===== config.mk =====
export PLATFORM = sky130hd
export DESIGN_NAME = crc_ahb_top
export DESIGN_NICKNAME = d
export VERILOG_FILES = /design/src/crc_pkg.sv /design/src/crc_cfg_if.sv /design/src/host_interface.sv /design/src/data_buffer.sv /design/src/crc_compute.sv /design/src/crc_control.sv /design/src/crc_ahb_top.sv
export VERILOG_INCLUDE_DIRS = /design/src /design/src/src
export SDC_FILE = /design/constraint.sdc
export NUM_CORES = 1
export LEC_CHECK = 0
export ABC_CLOCK_PERIOD_IN_PS = 11400
export BUFFER_PORTS_ARGS = -buffer_cell sky130_fd_sc_hd__buf_2
export CORE_MARGIN = 3
export CORE_UTILIZATION = 50
export CTS_CLUSTER_DIAMETER = 80
export DETAILED_ROUTE_END_ITERATION = 8
export PLACE_DENSITY = 0.77
export SETUP_SLACK_MARGIN = 0.5
export SKIP_LAST_GASP = 1
export SLEW_MARGIN = 40
export SYNTH_ARGS = -nofsm -noshare
export SYNTH_HDL_FRONTEND = slang
export SYNTH_SLANG_ARGS = --single-unit
export TNS_END_PERCENT = 50

===== constraint.sdc =====
create_clock -name HCLK -period 11.4 [get_ports HCLK]
set_clock_uncertainty 0.15 [all_clocks]
set_input_delay 2.85 -clock HCLK [delete_from_list [all_inputs] [get_ports HCLK]]
set_output_delay 2.85 -clock HCLK [all_outputs]
set_load 0.005 [all_outputs]

===== src/crc_params.svh =====
/*
 * Register word offsets, register reset values
 * and buffer depth of the AHB CRC unit
 */
`ifndef CRC_PARAMS_SVH
`define CRC_PARAMS_SVH

////////////////////////////////////////////////////////////////////////////
// Register map
////////////////////////////////////////////////////////////////////////////

// Word offsets as seen on HADDR[4:2]
`define CRC_DR_OFS    3'd0
`define CRC_IDR_OFS   3'd1
`define CRC_CR_OFS    3'd2
`define CRC_INIT_OFS  3'd4
`define CRC_POL_OFS   3'd5

// Reset value of CRC_INIT and of the CRC register
`define CRC_INIT_RST  32'hFFFF_FFFF
// Reset polynomial is the Ethernet CRC-32
`define CRC_POLY_RST  32'h04C1_1DB7

// Entries held by the write buffer
`define CRC_BUF_DEPTH 2

`endif


===== src/crc_pkg.sv =====
/*
 * Shared types of the AHB CRC unit
 * Bus words, bytes, config codes and the sequencer states
 */
package crc_pkg;

	// Bus data, CRC value, polynomial and initial value
	typedef logic [31:0] word_t;

	// One byte on its way to the CRC engine
	typedef logic [7:0] byte_t;

	// Polynomial width code
	// 00 is 32 bits, 01 is 16, 10 is 8, 11 is 7
	typedef logic [1:0] poly_size_t;

	// Input reversal code
	// 00 none, 01 per byte, 10 per halfword, 11 whole word
	typedef logic [1:0] rev_in_t;

	// Transfer size from HSIZE
	// 0 byte, 1 halfword, 2 word
	typedef logic [1:0] bus_size_t;

	// Sequencer states
	typedef enum logic [1:0]
	{
		CTRL_IDLE = 2'd0,
		CTRL_FEED = 2'd1,
		CTRL_LOAD = 2'd2
	} ctrl_state_t;

endpackage


===== src/crc_cfg_if.sv =====
/*
 * Configuration bundle from the register block to the datapath
 */
interface crc_cfg_if
	import crc_pkg::*;
();

	// Polynomial width select
	poly_size_t poly_size;
	// Input bit reversal mode
	rev_in_t    rev_in;
	// Output bit reversal enable
	logic       rev_out;
	// Programmed polynomial and seed
	word_t      crc_poly;
	word_t      crc_init;

	// Register block drives everything
	modport source (output poly_size, rev_in, rev_out, crc_poly, crc_init);

	// Datapath blocks only look
	modport sink (input poly_size, rev_in, rev_out, crc_poly, crc_init);

endinterface


===== src/host_interface.sv =====
/*
 * AHB-Lite slave of the CRC unit
 * Address phase pipeline, register decode, stall logic,
 * CR, IDR, INIT and POL registers and the read mux
 */
`include "crc_params.svh"

module host_interface
	import crc_pkg::*;
(
	input  logic        HCLK,
	input  logic        HRESETn,
	input  logic        HSELx,
	input  logic [31:0] HADDR,
	input  logic [1:0]  HTRANS,
	input  logic [2:0]  HSIZE,
	input  logic        HWRITE,
	input  logic [31:0] HWDATA,
	input  logic        HREADY,
	input  logic        buffer_full,
	input  logic        read_wait,
	input  logic        reset_pending,
	input  word_t       crc_out,
	output logic [31:0] HRDATA,
	output logic        HREADYOUT,
	output logic        HRESP,
	output logic        buffer_write_en,
	output logic        reset_chain,
	output word_t       bus_wr,
	output bus_size_t   bus_size,
	crc_cfg_if.source   cfg
);

	localparam logic [1:0] HTRANS_NONSEQ = 2'b10;
	localparam logic       HRESP_OKAY    = 1'b0;

	// Registered address phase
	logic [2:0] haddr_pp;
	bus_size_t  hsize_pp;
	logic [1:0] htrans_pp;
	logic       hwrite_pp;
	logic       hselx_pp;

	// Software visible registers
	logic [4:0] cr_q;
	byte_t      idr_q;
	word_t      init_q;
	word_t      poly_q;

	logic sample_bus;
	logic ahb_enable;
	logic write_en;
	logic read_en;
	logic dr_sel;
	logic idr_sel;
	logic cr_sel;
	logic init_sel;
	logic pol_sel;
	logic dr_req;
	logic dr_rd;
	logic init_req;
	logic idr_wr;
	logic cr_wr;
	logic init_wr;
	logic pol_wr;

	////////////////////////////////////////////////////////////////////////////
	// Address phase
	////////////////////////////////////////////////////////////////////////////

	// Next address is taken only when the current data phase completes
	assign sample_bus = HREADY && HREADYOUT;

	// Select and transfer type decide whether a data phase is ours
	always_ff @(posedge HCLK)
	begin
		if (!HRESETn)
		begin
			hselx_pp  <= 1'b0;
			htrans_pp <= 2'b00;
		end
		else if (sample_bus)
		begin
			hselx_pp  <= HSELx;
			htrans_pp <= HTRANS;
		end
	end

	// Address, size and direction of the held transfer
	always_ff @(posedge HCLK)
	begin
		if (sample_bus)
		begin
			haddr_pp  <= HADDR[4:2];
			hsize_pp  <= HSIZE[1:0];
			hwrite_pp <= HWRITE;
		end
	end

	// SEQ beats are not acted on
	assign ahb_enable = hselx_pp && (htrans_pp == HTRANS_NONSEQ);
	assign write_en   = ahb_enable && hwrite_pp;
	assign read_en    = ahb_enable && !hwrite_pp;

	// Register decode
	assign dr_sel   = (haddr_pp == `CRC_DR_OFS);
	assign idr_sel  = (haddr_pp == `CRC_IDR_OFS);
	assign cr_sel   = (haddr_pp == `CRC_CR_OFS);
	assign init_sel = (haddr_pp == `CRC_INIT_OFS);
	assign pol_sel  = (haddr_pp == `CRC_POL_OFS);

	assign dr_req   = dr_sel && write_en;
	assign dr_rd    = dr_sel && read_en;
	assign init_req = init_sel && write_en;

	////////////////////////////////////////////////////////////////////////////
	// Stall and write strobes
	////////////////////////////////////////////////////////////////////////////

	// DR write waits for room, DR read for a settled CRC
	// INIT write waits until a pending chain reset has used the old seed
	assign HREADYOUT = !((dr_req && buffer_full) ||
	                     (dr_rd && read_wait) ||
	                     (init_req && reset_pending));

	// Never an error
	assign HRESP = HRESP_OKAY;

	// Strobes only on the completing cycle
	assign buffer_write_en = dr_req && !buffer_full;
	assign init_wr         = init_req && !reset_pending;
	assign idr_wr          = idr_sel && write_en;
	assign cr_wr           = cr_sel && write_en;
	assign pol_wr          = pol_sel && write_en;

	// CR bit 0 is a self clearing reset request
	assign reset_chain = cr_wr && HWDATA[0];

	// Write data comes straight from the bus in the data phase
	assign bus_wr   = HWDATA;
	assign bus_size = hsize_pp;

	////////////////////////////////////////////////////////////////////////////
	// Registers
	////////////////////////////////////////////////////////////////////////////

	always_ff @(posedge HCLK)
	begin
		if (!HRESETn)
		begin
			cr_q   <= 5'd0;
			idr_q  <= 8'd0;
			init_q <= `CRC_INIT_RST;
			poly_q <= `CRC_POLY_RST;
		end
		else
		begin
			// rev_out, rev_in and poly size live in CR[7:3]
			if (cr_wr)
				cr_q <= HWDATA[7:3];
			if (idr_wr)
				idr_q <= HWDATA[7:0];
			if (init_wr)
				init_q <= HWDATA;
			if (pol_wr)
				poly_q <= HWDATA;
		end
	end

	// Config out to the datapath
	assign cfg.poly_size = cr_q[1:0];
	assign cfg.rev_in    = cr_q[3:2];
	assign cfg.rev_out   = cr_q[4];
	assign cfg.crc_poly  = poly_q;
	assign cfg.crc_init  = init_q;

	// Read mux on the held address
	always_comb
	begin
		case (haddr_pp)
			`CRC_DR_OFS:   HRDATA = crc_out;
			`CRC_IDR_OFS:  HRDATA = {24'd0, idr_q};
			`CRC_CR_OFS:   HRDATA = {24'd0, cr_q, 3'b000};
			`CRC_INIT_OFS: HRDATA = init_q;
			`CRC_POL_OFS:  HRDATA = poly_q;
			default:       HRDATA = 32'd0;
		endcase
	end

	// A data phase opened without a selected NONSEQ transfer never stalls
	assert property (@(posedge HCLK) disable iff (!HRESETn)
		(sample_bus && !(HSELx && HTRANS == HTRANS_NONSEQ)) |=> HREADYOUT);

	// Register strobes come from a registered write, on its completing cycle only
	assert property (@(posedge HCLK) disable iff (!HRESETn)
		(buffer_write_en || idr_wr || cr_wr || init_wr || pol_wr) |->
		write_en && HREADYOUT);

endmodule


===== src/data_buffer.sv =====
/*
 * Two entry buffer of DR writes
 * Applies input bit reversal and hands out bytes lowest first
 */
`include "crc_params.svh"

module data_buffer
	import crc_pkg::*;
(
	input  logic      HCLK,
	input  logic      HRESETn,
	input  logic      buffer_write_en,
	input  logic      byte_take,
	input  word_t     bus_wr,
	input  bus_size_t bus_size,
	crc_cfg_if.sink   cfg,
	output logic      buffer_full,
	output logic      byte_valid,
	output byte_t     byte_data,
	output logic      buffer_empty
);

	localparam int DEPTH = `CRC_BUF_DEPTH;
	localparam int PTR_W = (DEPTH > 1) ? $clog2(DEPTH) : 1;

	// Entry payload and index of its last byte
	word_t      entry_data [DEPTH];
	logic [1:0] entry_last [DEPTH];

	logic [PTR_W-1:0] wr_ptr;
	logic [PTR_W-1:0] rd_ptr;
	logic [PTR_W:0]   fill;
	logic [1:0]       byte_idx;
	logic [1:0]       size_span;
	logic [1:0]       span_code;
	logic [1:0]       wr_last;
	logic             retire;
	word_t            wr_rev;
	word_t            head_word;

	// Mirror bits inside lanes of 8, 16 or 32 bits
	function automatic word_t reverse_span(word_t d, logic [1:0] code);
		word_t      r;
		logic [4:0] flip;
		case (code)
			2'd1:    flip = 5'd7;
			2'd2:    flip = 5'd15;
			2'd3:    flip = 5'd31;
			default: flip = 5'd0;
		endcase
		for (int i = 0; i < 32; i++)
			r[i] = d[5'(i) ^ flip];
		return r;
	endfunction

	// A reversal never reaches past the bytes actually written
	assign size_span = bus_size + 2'd1;
	assign span_code = (cfg.rev_in > size_span) ? size_span : cfg.rev_in;
	assign wr_rev    = reverse_span(bus_wr, span_code);

	// Last byte index from the transfer size
	always_comb
	begin
		case (bus_size)
			2'd0:    wr_last = 2'd0;
			2'd1:    wr_last = 2'd1;
			default: wr_last = 2'd3;
		endcase
	end

	always_ff @(posedge HCLK)
	begin
		if (buffer_write_en)
		begin
			entry_data[wr_ptr] <= wr_rev;
			entry_last[wr_ptr] <= wr_last;
		end
	end

	// Head entry drops out with its last byte
	assign retire = byte_take && (byte_idx == entry_last[rd_ptr]);

	always_ff @(posedge HCLK)
	begin
		if (!HRESETn)
		begin
			wr_ptr   <= '0;
			rd_ptr   <= '0;
			fill     <= '0;
			byte_idx <= 2'd0;
		end
		else
		begin
			if (buffer_write_en)
				wr_ptr <= (wr_ptr == PTR_W'(DEPTH - 1)) ? '0 : wr_ptr + 1'b1;
			if (retire)
				rd_ptr <= (rd_ptr == PTR_W'(DEPTH - 1)) ? '0 : rd_ptr + 1'b1;
			// Write and retire in one cycle leave the fill level alone
			if (buffer_write_en && !retire)
				fill <= fill + 1'b1;
			else if (retire && !buffer_write_en)
				fill <= fill - 1'b1;
			if (retire)
				byte_idx <= 2'd0;
			else if (byte_take)
				byte_idx <= byte_idx + 2'd1;
		end
	end

	assign buffer_full  = (fill == (PTR_W + 1)'(DEPTH));
	assign buffer_empty = (fill == '0);
	assign byte_valid   = !buffer_empty;

	// Current byte of the head entry
	assign head_word = entry_data[rd_ptr];
	assign byte_data = head_word[{byte_idx, 3'b000} +: 8];

	// Host side must hold off while full
	assert property (@(posedge HCLK) disable iff (!HRESETn)
		buffer_write_en |-> !buffer_full);

	assert property (@(posedge HCLK) disable iff (!HRESETn)
		byte_take |-> byte_valid);

endmodule


===== src/crc_compute.sv =====
/*
 * Byte wide CRC engine
 * Width select, seed load and output bit reversal
 */
`include "crc_params.svh"

module crc_compute
	import crc_pkg::*;
(
	input  logic    HCLK,
	input  logic    HRESETn,
	input  logic    fold_en,
	input  logic    load_init,
	input  byte_t   fold_byte,
	crc_cfg_if.sink cfg,
	output word_t   crc_out
);

	word_t      crc_q;
	word_t      next_crc;
	word_t      rev_crc;
	word_t      width_mask;
	logic [4:0] top_bit;
	logic [4:0] out_shift;

	// Eight shift steps, data MSB first
	function automatic word_t fold8(word_t crc, byte_t data, word_t poly, logic [4:0] top);
		word_t c;
		logic  fb;
		c = crc;
		for (int i = 7; i >= 0; i--)
		begin
			// Feedback taken from the top bit of the active width
			fb = c[top] ^ data[i];
			c  = {c[30:0], 1'b0};
			if (fb)
				c = c ^ poly;
		end
		return c;
	endfunction

	////////////////////////////////////////////////////////////////////////////
	// Width decode
	////////////////////////////////////////////////////////////////////////////

	always_comb
	begin
		case (cfg.poly_size)
			2'b00:
			begin
				width_mask = 32'hFFFF_FFFF;
				top_bit    = 5'd31;
				out_shift  = 5'd0;
			end
			2'b01:
			begin
				width_mask = 32'h0000_FFFF;
				top_bit    = 5'd15;
				out_shift  = 5'd16;
			end
			2'b10:
			begin
				width_mask = 32'h0000_00FF;
				top_bit    = 5'd7;
				out_shift  = 5'd24;
			end
			default:
			begin
				width_mask = 32'h0000_007F;
				top_bit    = 5'd6;
				out_shift  = 5'd25;
			end
		endcase
	end

	// Junk above the width is shifted in but masked off here
	assign next_crc = fold8(crc_q, fold_byte, cfg.crc_poly, top_bit) & width_mask;

	always_ff @(posedge HCLK)
	begin
		if (!HRESETn)
			crc_q <= `CRC_INIT_RST;
		else if (load_init)
			crc_q <= cfg.crc_init & width_mask;
		else if (fold_en)
			crc_q <= next_crc;
	end

	// Full word mirror then shift down to the active width
	always_comb
	begin
		for (int i = 0; i < 32; i++)
			rev_crc[i] = crc_q[31 - i];
	end

	// Width changes without a reload may leave stale upper bits in the register
	assign crc_out = cfg.rev_out ? (rev_crc >> out_shift) : (crc_q & width_mask);

	// Sequencer keeps load and fold apart
	assert property (@(posedge HCLK) disable iff (!HRESETn)
		!(fold_en && load_init));

endmodule


===== src/crc_control.sv =====
/*
 * Sequencer of the CRC unit
 * Byte feed FSM, chain reset handling, stall conditions
 */
module crc_control
	import crc_pkg::*;
(
	input  logic  HCLK,
	input  logic  HRESETn,
	input  logic  reset_chain,
	input  logic  byte_valid,
	input  logic  buffer_empty,
	input  byte_t byte_data,
	output logic  byte_take,
	output logic  fold_en,
	output logic  load_init,
	output logic  read_wait,
	output logic  reset_pending,
	output byte_t fold_byte
);

	ctrl_state_t state;
	ctrl_state_t state_nxt;

	// Latched chain reset request
	logic reset_req;

	////////////////////////////////////////////////////////////////////////////
	// State machine
	////////////////////////////////////////////////////////////////////////////

	always_comb
	begin
		state_nxt = state;
		case (state)
			CTRL_IDLE:
			begin
				// Buffered bytes go before a pending reload
				if (byte_valid)
					state_nxt = CTRL_FEED;
				else if (reset_req && buffer_empty && !fold_en)
					state_nxt = CTRL_LOAD;
			end
			CTRL_FEED:
			begin
				if (!byte_valid)
					state_nxt = CTRL_IDLE;
			end
			CTRL_LOAD:
				state_nxt = CTRL_IDLE;
			default:
				state_nxt = CTRL_IDLE;
		endcase
	end

	always_ff @(posedge HCLK)
	begin
		if (!HRESETn)
			state <= CTRL_IDLE;
		else
			state <= state_nxt;
	end

	// One byte per cycle while feeding
	assign byte_take = (state == CTRL_FEED) && byte_valid;
	assign load_init = (state == CTRL_LOAD);

	// Fold stage one cycle behind the take
	always_ff @(posedge HCLK)
	begin
		if (!HRESETn)
			fold_en <= 1'b0;
		else
			fold_en <= byte_take;
	end

	always_ff @(posedge HCLK)
	begin
		if (byte_take)
			fold_byte <= byte_data;
	end

	// Request held until the load cycle
	// a new request in that cycle survives it
	always_ff @(posedge HCLK)
	begin
		if (!HRESETn)
			reset_req <= 1'b0;
		else if (reset_chain)
			reset_req <= 1'b1;
		else if (load_init)
			reset_req <= 1'b0;
	end

	assign reset_pending = reset_req;

	// CRC is final only when nothing is buffered, moving or pending
	assign read_wait = !buffer_empty || (state != CTRL_IDLE) || reset_req;

	// A reload always answers a latched chain reset request
	assert property (@(posedge HCLK) disable iff (!HRESETn)
		load_init |-> reset_req);

endmodule


===== src/crc_ahb_top.sv =====
/*
 * Top level of the AHB CRC unit
 * Bus slave, write buffer, sequencer and CRC engine
 */
module crc_ahb_top
	import crc_pkg::*;
(
	input  logic        HCLK,
	input  logic        HRESETn,
	input  logic        HSELx,
	input  logic [31:0] HADDR,
	input  logic [1:0]  HTRANS,
	input  logic [2:0]  HSIZE,
	input  logic        HWRITE,
	input  logic [31:0] HWDATA,
	input  logic        HREADY,
	output logic [31:0] HRDATA,
	output logic        HREADYOUT,
	output logic        HRESP
);

	// Host to buffer
	logic      buffer_write_en;
	logic      buffer_full;
	word_t     bus_wr;
	bus_size_t bus_size;

	// Buffer to sequencer
	logic  byte_valid;
	logic  buffer_empty;
	logic  byte_take;
	byte_t byte_data;

	// Sequencer to engine and host
	logic  fold_en;
	logic  load_init;
	byte_t fold_byte;
	logic  read_wait;
	logic  reset_pending;
	logic  reset_chain;
	word_t crc_out;

	// Register settings shared by the datapath
	crc_cfg_if u_cfg ();

	host_interface u_host (
		.HCLK            (HCLK),
		.HRESETn         (HRESETn),
		.HSELx           (HSELx),
		.HADDR           (HADDR),
		.HTRANS          (HTRANS),
		.HSIZE           (HSIZE),
		.HWRITE          (HWRITE),
		.HWDATA          (HWDATA),
		.HREADY          (HREADY),
		.buffer_full     (buffer_full),
		.read_wait       (read_wait),
		.reset_pending   (reset_pending),
		.crc_out         (crc_out),
		.HRDATA          (HRDATA),
		.HREADYOUT       (HREADYOUT),
		.HRESP           (HRESP),
		.buffer_write_en (buffer_write_en),
		.reset_chain     (reset_chain),
		.bus_wr          (bus_wr),
		.bus_size        (bus_size),
		.cfg             (u_cfg.source)
	);

	data_buffer u_buffer (
		.HCLK            (HCLK),
		.HRESETn         (HRESETn),
		.buffer_write_en (buffer_write_en),
		.byte_take       (byte_take),
		.bus_wr          (bus_wr),
		.bus_size        (bus_size),
		.cfg             (u_cfg.sink),
		.buffer_full     (buffer_full),
		.byte_valid      (byte_valid),
		.byte_data       (byte_data),
		.buffer_empty    (buffer_empty)
	);

	crc_control u_control (
		.HCLK          (HCLK),
		.HRESETn       (HRESETn),
		.reset_chain   (reset_chain),
		.byte_valid    (byte_valid),
		.buffer_empty  (buffer_empty),
		.byte_data     (byte_data),
		.byte_take     (byte_take),
		.fold_en       (fold_en),
		.load_init     (load_init),
		.read_wait     (read_wait),
		.reset_pending (reset_pending),
		.fold_byte     (fold_byte)
	);

	crc_compute u_compute (
		.HCLK      (HCLK),
		.HRESETn   (HRESETn),
		.fold_en   (fold_en),
		.load_init (load_init),
		.fold_byte (fold_byte),
		.cfg       (u_cfg.sink),
		.crc_out   (crc_out)
	);

endmodule


# Yosys cells after proc, flatten, opt, wreduce, memory -nomap -nowiden
# Memories as Yosys holds them, arrays and structs flattened. A register that Yosys moved wholly into a read port is not among the register bits.
# Cells that the tools add are included.
[op_classes]
n_addsub = 6
mul = 0
div_mod_pow = 0
n_lt_le_gt_ge = 34
n_eq_ne = 17
shifts = 2
mux = 114
n_bitwise = 51
reduce_logical = 45
[op_table]
columns = ["cell", "count"]
rows = [
  ["two-way mux 32 bit", 11],
  ["bitwise XOR 32 bit", 8],
  ["binary-select mux 1 bit (select 5 bit)", 40],
  ["less-than comparator 5 x 6 -> 1 bit, second input constant", 33],
  ["case mux 32 bit (5 select lines)", 1],
  ["AND 32 bit", 3],
  ["case mux 32 bit (3 select lines)", 1],
  ["two-way mux 1 bit", 50],
  ["case mux 5 bit (3 select lines)", 3],
  ["indexed part select 32 x 6 -> 8 bit", 1],
  [">> shifter 32 x 5 -> 32 bit", 1],
  ["NOT 3 bit", 10],
  ["logical AND 1 bit", 22],
  ["NOT 2 bit", 10],
  ["NOT 4 bit", 5],
  ["equality test 2 bit, second input constant", 6],
  ["two-way mux 2 bit", 6],
  ["equality test 2 x 1 -> 1 bit, second input constant", 4],
  ["logical NOT 1 bit", 8],
  ["logical NOT 2 bit", 4],
  ["case mux 2 bit (2 select lines)", 2],
  ["nonzero test 2 bit", 4],
  ["bitwise XOR 1 bit", 8],
  ["adder 2 x 1 -> 2 bit, second input constant", 3],
  ["other kinds (15)", 25],
]
[word_totals]
reg_bits = 136
latchBits = 0
ramBits = 68
romBits = 0
in_bits = 74
output_inout_bits = 34
word_cells = 289
memories = 2
[mem_list]
columns = ["memory", "words", "width", "rd", "rd_clocked_by_memory_dff", "wr", "line_no", "source"]
rows = [
  ["u_buffer.entry_data", 2, 32, 1, 1, 1, "data_buffer.sv:27", "word_t entry_data [DEPTH];"],
  ["u_buffer.entry_last", 2, 2, 1, 1, 1, "data_buffer.sv:28", "logic [1:0] entry_last [DEPTH];"],
]

# Logic depth before layout (Yosys ltp)
# Gate-level depths: netlist (run 1).
[logic_depth]
depth_word = 37
depth_mapped = 32
mapped_depth_nobuf = 28

# Cells and area by module
# Synthesis (run 1) repeated with hierarchy kept, for this count alone.
[hier_totals]
hier_cells = 2222
area_unflattened_um2 = 17553.1
[by_module_without_submodules]
columns = ["mod", "n_inst", "cells_each", "area_each_um2", "seq_area_each_um2"]
rows = [
  ["crc_compute", 1, 1181, 7936.4, 640.6],
  ["data_buffer", 1, 506, 4924.7, 2182.1],
  ["host_interface", 1, 513, 4296.6, 1781.7],
  ["crc_control", 1, 22, 395.4, 320.3],
]

# Worst setup path after synthesis (run 1)
# OpenSTA, ideal clock, no wires.
[synth_path]
path_kind = "register -> register"
start = "register u_host.cr_q[1]"
end = "register u_compute.crc_q[8]"
setup_ps = 80
arrival_time_ps = 7148
t_required_ps = 11170
path_slack_ps = 4022
path_stages_with_launch = 30
n_path_buf = 2
synth_period_minus_slack_ps = 7378
cell_sequence = "dfxtp_1 buf_6 mux2i_2 mux2_2 o21ai_1 xnor2_2 mux2i_1 o221ai_1 a21o_1 nor2_2 mux4_2 o31a_2 a211o_1 a31o_2 nor4_4 mux2i_1 xor2_2 o221ai_2 o211ai_1 o311a_1 o211ai_1 or3_4 nand3_1 xnor2_1 mux4_2 xor2_2 buf_6 nand2_1 xor2_1 o211ai_1"
[synth_between]
elab_chain_cells = 37
word_cells_on_any_way = 48
cone_classes = "eq/ne: 2; mux: 28; bitwise: 17; reduce/logical: 1"
[synth_rtl]
columns = ["item", "line_no", "source"]
rows = [
  ["start: declaration", "host_interface.sv:45", "logic [4:0] cr_q;"],
  ["start signal: assignment", "host_interface.sv:160", "cr_q <= HWDATA[7:3];"],
  ["equality test 2 bit (tied with other cells)", "crc_compute.sv:48", "case (cfg.poly_size)"],
  ["case mux 5 bit (3 select lines)", "crc_compute.sv:48", ""],
  ["binary-select mux 1 bit (select 5 bit)", "crc_compute.sv:34", "fb = c[top] ^ data[i];"],
  ["two-way mux 1 bit (implied by the code)", "crc_compute.sv:34", ""],
  ["bitwise XOR 1 bit", "crc_compute.sv:34", ""],
  ["two-way mux 32 bit", "crc_compute.sv:36", "if (fb)"],
  ["binary-select mux 1 bit (select 5 bit)", "crc_compute.sv:34", ""],
  ["two-way mux 1 bit (implied by the code)", "crc_compute.sv:34", ""],
  ["[... 21 more ...]", "--", ""],
  ["two-way mux 32 bit", "crc_compute.sv:36", ""],
  ["binary-select mux 1 bit (select 5 bit)", "crc_compute.sv:34", ""],
  ["two-way mux 1 bit (implied by the code)", "crc_compute.sv:34", ""],
  ["bitwise XOR 1 bit", "crc_compute.sv:34", ""],
  ["two-way mux 32 bit", "crc_compute.sv:36", ""],
  ["AND 32 bit", "crc_compute.sv:77", "assign next_crc = fold8(crc_q, fold_byte, cfg.crc_poly, top_bit) & width_mask;"],
  ["two-way mux 32 bit", "crc_compute.sv:85", "else if (fold_en)"],
  ["two-way mux 32 bit *", "crc_compute.sv:83", "else if (load_init)"],
  ["end signal: assignment", "crc_compute.sv:82", "crc_q <= `CRC_INIT_RST;"],
  ["end signal: assignment", "crc_compute.sv:84", "crc_q <= cfg.crc_init & width_mask;"],
  ["end signal: assignment", "crc_compute.sv:86", "crc_q <= next_crc;"],
  ["end: declaration", "crc_compute.sv:19", "word_t crc_q;"],
]
# Every way passes the cells marked *; elsewhere a longest branch is shown, timed or not. The select of a mux whose other input is x is not followed.
# A chain may end at the register's enable or synchronous reset.

# Final worst setup path (run 1)
[layout_path]
start = "register u_host.cr_q[0]"
end = "register u_compute.crc_q[15]"
# The elaborated chain is that of the path after synthesis.

==> results of run 1 <==
==> placed cells by master (no fill, tap or decap), types with 27 or more instances in the layout <==
cell      netlist  final
a22oi_1        51     51
buf_2           7     75
buf_4           1     27
dfxtp_1       123    119
edfxtp_1       82     82
mux2_2         49     49
mux2i_1       123    123
nand2_1       394    394
nand2_2        27     27
nand3_1        67     67
nor2_1         60     59
nor2b_1        33     31
o211ai_1       34     34
o21ai_0        54     54
xnor2_1       215    212
xor2_1         40     38
==> sequential cells by signal (all words and copies together) (netlist names), 2 cells and up, named ones only <==
| signal | cells |
|---|---|
| u_buffer.entry_data | 64 |
| u_compute.crc_q | 32 |
| u_host.cfg.crc_init | 32 |
| u_host.cfg.crc_poly | 32 |
| u_control.fold_byte | 8 |
| u_host.idr_q | 8 |
| u_host.cr_q | 5 |
| u_buffer.entry_last | 4 |
| u_host.haddr_pp | 3 |
| u_buffer.byte_idx | 2 |
| u_buffer.fill | 2 |
| u_control.state | 2 |
| u_host.bus_size | 2 |
| u_host.htrans_pp | 2 |
==> worst max-delay path, delay by kind of cell (launching register included) <==
| kind | cells | cell delay [ns] |
|---|---|---|
| compound gates | 10 | 2.12 |
| xor+xnor | 5 | 1.96 |
| buf+inv | 2 | 0.94 |
| flops | 1 | 0.81 |
| mux | 3 | 1.32 |
| simple gates | 10 | 2.28 |
==> cell type report <==
class / instances / area [µm²]
multi-input combinational: 1387 / 9560
sequential: 205 / 4930
fill: 2562 / 12900
timing repair buffer: 104 / 604
inverter: 21 / 78.8
clock buffer: 29 / 608
clock inverter: 11 / 93.8
tap: 384 / 480
==> power by group <==
part / switching, mW / total [mW] / internal (mW) / leakage (nW)
Combinational: 0.0698 / 0.115 / 0.0456 / 4.16
Sequential: 0.00428 / 0.769 / 0.765 / 1.74
Clock: 0.300 / 0.702 / 0.401 / 0.344
==> metal layers <==
layer	part of all wire	vias to the layer above
li1	-	6047
met1	0.40	6393
met2	0.45	809
met3	0.10	168
met4	0.052	0
met5	0	-
==> worst paths after layout <==
check / from / end / slack [ns] / cells past startpoint
worst max-delay path: u_host.cr_q[0] / u_compute.crc_q[15] / 1.59 / 30
worst min-delay path: u_control.reset_pending / u_control.state[1] / 0.34 / 2
worst max register to register: u_host.cr_q[0] / u_compute.crc_q[15] / 1.59 / 30
worst min register to register: u_control.reset_pending / u_control.state[1] / 0.34 / 2
==> through the flow <==
| stage | setup slack [ns] | power [mW] | cells | utilization | hold WS (ns) |
|---|---|---|---|---|---|
| finish | 1.59 | 1.59 | 2141 | 0.559 | 0.339 |
| global route | 1.13 | 1.63 | 2141 | 0.559 | 0.365 |
| CTS | 1.83 | 1.59 | 2141 | 0.559 | 0.343 |
| detailed placement | 1.90 | 0.897 | 2101 | 0.535 | 0.330 |
| global placement | 1.95 | 0.893 | 2100 | 0.534 | 0.320 |
| floorplan | 4.02 | 0.850 | 1764 | - | 0.298 |
==> cell families after synthesis <==
family	count (synthesis)	share of synthesized area
mux	194	0.150
xor+xnor	258	0.151
compound gates	274	0.127
buf+inv	172	0.0457
simple gates	652	0.192
other cells	1	0.000249
flops	205	0.327
fa+ha+maj	8	0.00664
==> results by group, run 1 <==
Status
  • Outcome: completed

Global route
  • Met3 global-route usage: 0.0455
  • First-pass GRT wire length: 71.3 mm
  • Number of antenna violations at the first check in global routing: 0
  • Busiest layer in global routing: met2
  • Number of global-route vias before repair: 12600
  • Largest net degree at the start of global routing: 101
  • Overall Global Routing Usage: 0.271
  • Global routing usage on met1: 0.364
  • Fraction of met2 tracks used by global routing: 0.430
  • Gr ovfl total: 0

Timing
  • Worst slew pin tran: between 0.7 and 0.8 ns
  • Number of setup violations in the final report: 0
  • Ratio of final minimum period to clock period: 0.861
  • Relative slew margins: 0.476
  • Maximum clock rate: 0.102 GHz
  • RSZ-0062 raised after global routing: false
  • Total negative slack: 0 ns
  • Final critical delay including setup and external delays: 9.81 ns
  • Count of pins over their slew limit: 0
  • Hold Violations, Final: 0

Yosys
  • Top post-synthesis cells by area: dfxtp_1 16%, edfxtp_1 16%, xnor2_1 12%
  • Synthesized area per cell: 8.55 µm²
  • Yosys top cell area share: 0.163
  • Post-synthesis instance total: 1764
  • Number of distinct library cells after synthesis: 81
  • Post-synth top flop: dfxtp_1
  • Flops & latches, synth: 205
  • Share of synthesized flip-flops with an asynchronous set or reset: 0
  • Synth Cell Area: around 15000 µm²
  • Total nets after synthesis: 1846
  • Sequential-to-total area share from yosys stat: 0.327
  • Count of flip-flops with a built-in enable after synthesis: about 80
  • Count of synthesis-stage warnings from yosys: 0
  • Most instantiated cells after synthesis: 394 x nand2_1, 215 x xnor2_1, 123 x dfxtp_1, 123 x mux2i_1, 86 x clkbuf_1
  • Most frequently used cell type in the post-synthesis netlist: nand2_1
  • Most area-hungry cell type in the Yosys netlist: dfxtp_1

Route
  • Number of remaining DRC errors: 0
  • DR WL/cell: 21.5 µm
  • Initial detailed-routing violation count: between 1500 and 2000
  • Number of routed nets with antenna violations: 0
  • Final Routed Wirelength: 46.1 mm
  • Via count: 13400
  • First-pass DRT Iterations: 7
  • Vias/cell: 6.27

Power and ir drop
  • Power density relative to cell area: ~97 nW/µm²
  • Worst IR Drop VDD: 0.000130 V
  • Leakage dissipation: between 6 and 7 nW

Floorplan
  • Starting Density: 0.516
  • Total Die Area: 32300 µm²
  • I/O pin cnt: ~110
  • Number of rows created at floorplan: 62
  • Die X: 180 µm
  • Core area: 29200 µm²
  • Die extent in y: 180 µm

CTS
  • Number of setup buffers added after CTS: 0
  • Cts repair resizes: 0
  • Clock root cell: clkbuf_16
  • Post-CTS clock slew at the launch and capture registers of the worst setup and hold paths: 0.06 ns
  • Number of H-tree levels: 1
  • Source-to-sink clock delay at the later pin of the worst-skew pair: between 0.5 and 0.6 ns
  • Clock tree sinks: 205
  • Cts-stage hold buffer count: 0
  • TritonCTS Buffers: 22
  • CTS tree: yes
  • Maximum count of clock buffers along a single path: 3

Worst setup path
  • Data arrival at the endpoint of the critical path: 10.02 ns
  • Critical Path Max Stage Delay: between 0.8 and 0.9 ns
  • Setup crit start kind: flop
  • CP max stage cell: dfxtp_1
  • Crit Path Category: reg -> reg
  • Largest driver fanout on the critical path: 32
  • Worst endpoint required time: 11.61 ns
  • Kind of end point of the critical path: flop

Final layout
  • P&R area growth vs syn: 8.50%
  • Antenna fix cells: 0
  • Share of layout cells above drive strength 1: 0.155
  • Final non-filler cell area: 16400 µm²
  • Nets: 1823

Hold path
  • Path class of the lowest-slack min-delay path: reg -> reg

Placed design
  • Placed Instance Area: 15700 µm²
  • Final estimated routing congestion in global placement: 0.983
  • Half-perimeter wire length of the detailed placement result: 32.3 mm
  • Port bufs: 76

Job
  • Number of max-cap violations: 0
No activity file was read; power rests on OpenSTA's default activity.
==> inputs of run 2 (changes only) <==
Settings changed: ABC_CLOCK_PERIOD_IN_PS 11400 to 12600, CTS_CLUSTER_SIZE set to 28.
Clock period 11.4 ns to 12.6 ns, I/O delays scaled along.
==> run 2 against run 1 <==
Net effect:
- sequential cell count did not move
- clock power is 36% lower
- via count is 2.2% lower
- cell count is 0.89% lower
- wire length down 0.97%
- non-clock buffer count grew 1
- register-to-register slack better by 1.1 ns
- critical endpoint is now u_compute.crc_q[14]
- largest cell class unchanged
==> results by group, run 2 (synthesized netlist as in run 1, its figures left out) <==
Floorplan
  • Total Die Area: 32300 µm²
  • Starting Density: 0.516
  • Number of rows created at floorplan: 62
  • Core area: between 20000 and 30000 µm²
  • I/O pin cnt: 108
  • Die X: 180 µm
  • Die extent in y: roughly 180 µm

Route
  • Vias/cell: 6.18
  • Number of routed nets with antenna violations: 0
  • Number of remaining DRC errors: 0
  • Via count: 13100
  • First-pass DRT Iterations: 6
  • Initial detailed-routing violation count: 1586
  • DR WL/cell: 21.5 µm
  • Final Routed Wirelength: 45.6 mm

Placed design
  • Port bufs: 76
  • Half-perimeter wire length of the detailed placement result: between 30 and 40 mm
  • Final estimated routing congestion in global placement: between 1 and 1.5
  • Placed Instances: ~2100

Worst setup path
  • Crit Path Category: reg -> reg
  • Data arrival at the endpoint of the critical path: 10.07 ns
  • Slack of the worst reg-to-reg path: 2.71 ns
  • Largest driver fanout on the critical path: 33
  • Critical Path Max Stage Delay: 0.76 ns
  • Kind of end point of the critical path: flop
  • CP max stage cell: nor4_4
  • Launch point of the worst reg-to-reg path: u_host.cr_q[1]
  • Worst endpoint required time: 12.78 ns
  • Setup crit start kind: flop
  • Path depth of the worst reg2reg path: 31
  • Crit path top cell by count: mux2i_1
  • Reg-to-reg critical path endpoint: u_compute.crc_q[14]

Job
  • Number of max-cap violations: 0

Timing
  • Final critical delay including setup and external delays: 9.89 ns
  • RSZ-0062 raised after global routing: false
  • Maximum clock rate: 0.101 GHz
  • Relative slew margins: 0.428
  • Worst slew pin tran: 0.852 ns
  • Ratio of final minimum period to clock period: 0.785
  • Count of pins over their slew limit: 0
  • Number of setup violations in the final report: 0
  • Total negative slack: 0 ns
  • Hold Violations, Final: 0

Final layout
  • Final cell count without fillers: 2122
  • Number of flip-flops in the largest register: 64
  • Nets: 1814
  • Antenna fix cells: 0
  • Commonest cells after routing, fill and taps aside: 394 x nand2_1, 212 x xnor2_1, 123 x mux2i_1, 119 x dfxtp_1, 82 x edfxtp_1
  • Share of layout cells above drive strength 1: 0.146
  • Most common cell after layout, fill and taps aside: nand2_1
  • Register with the most flip-flops: u_buffer.entry_data
  • P&R area growth vs syn: 6.59%

CTS
  • Clock tree sinks: between 200 and 250
  • Clock root cell: clkbuf_16
  • Post-CTS clock slew at the launch and capture registers of the worst setup and hold paths: ~0.11 ns
  • CTS tree: yes
  • Source-to-sink clock delay at the later pin of the worst-skew pair: 0.48 ns
  • Cts-stage hold buffer count: 0
  • Number of setup buffers added after CTS: 0
  • Number of H-tree levels: 1
  • Maximum count of clock buffers along a single path: 3
  • Cts repair resizes: 0
  • TritonCTS Buffers: 12

Status
  • Outcome: completed

Global route
  • Number of global-route vias before repair: approximately 12000
  • Overall Global Routing Usage: 0.268
  • First-pass GRT wire length: approximately 70 mm
  • Largest net degree at the start of global routing: 100
  • Number of antenna violations at the first check in global routing: 0
  • Gr ovfl total: 0

Power and ir drop
  • Power density relative to cell area: between 70 and 80 nW/µm²
  • Leakage dissipation: ~6 nW
  • Worst IR Drop VDD: ~0.00011 V

Hold path
  • Path class of the lowest-slack min-delay path: reg -> reg
  • Hold Path Cell Cnt: 2
  • Startpoint of the worst hold path: u_host.cfg.crc_init[24]
  • Hold Path End: u_host.cfg.crc_init[24]
[run 2: changes by cell type in the layout (fill, tap and decap cells not counted), sizes merged]
| cell | previous run | this run |
|---|---|---|
| buf | 104 | 105 |
| clkbuf | 29 | 16 |
| clkinv | 9 | 4 |
| clkinvlp | 2 | 0 |
[run 2: how the worst max path moves through the flow]
stage | start | endpoint | depth (start not counted)
3_5_place_dp | u_host.cr_q[1] | u_compute.crc_q[17] | 29
4_1_cts | u_host.cr_q[1] | u_compute.crc_q[14] | 30
6_report | u_host.cr_q[1] | u_compute.crc_q[14] | 31
5_1_grt | u_host.cr_q[1] | u_compute.crc_q[17] | 30
2_1_floorplan | u_host.cr_q[1] | u_compute.crc_q[8] | 29
3_3_place_gp | u_host.cr_q[1] | u_compute.crc_q[10] | 31
[run 2: worst max-delay path: cells and delay by family, from the launching register on]
kind,cells,cell delay (ns)
XOR/XNOR,6,1.95
buffers and inverters,3,1.27
AO/OA/AOI/OAI,11,2.43
flip-flops,1,0.72
AND/OR/NAND/NOR,6,1.42
multiplexers,5,1.74
[run 2: where the power goes]
group	switching, mW	leakage (nW)	internal, mW
clock network	0.236	0.202	0.211
registers	0.00387	1.74	0.692
logic	0.0628	4.17	0.0412
[run 2: layer usage]
metal / share of wire / track usage / wire length [µm]
met1: 0.40 / 0.368 / 18500
met2: 0.45 / 0.431 / 20500
met3: 0.10 / 0.0378 / 4580
met4: 0.045 / 0.106 / 2060
met5: 0 / 0 / 0
[run 2: final cells by class]
cell class	count	area, µm²
Multi-Input combinational cell	1387	9560
Inverter	21	78.8
Tap cell	384	480
Sequential cell	205	4930
Fill cell	2612	13200
Clock buffer	16	337
Timing Repair Buffer	105	612
Clock inverter	4	76.3
[run 2: metrics by stage]
step                utilization  instance area [µm²]  power (mW)  setup slack, ns  hold slack (ns)
floorplan                     -                15100       0.769             5.22            0.298
global placement          0.534                15600       0.808             2.74            0.326
detailed placement        0.535                15700       0.811             3.05            0.335
CTS                       0.550                16100        1.25             2.96            0.349
global route              0.550                16100        1.28             2.16            0.377
finish                    0.550                16100        1.25             2.71            0.347
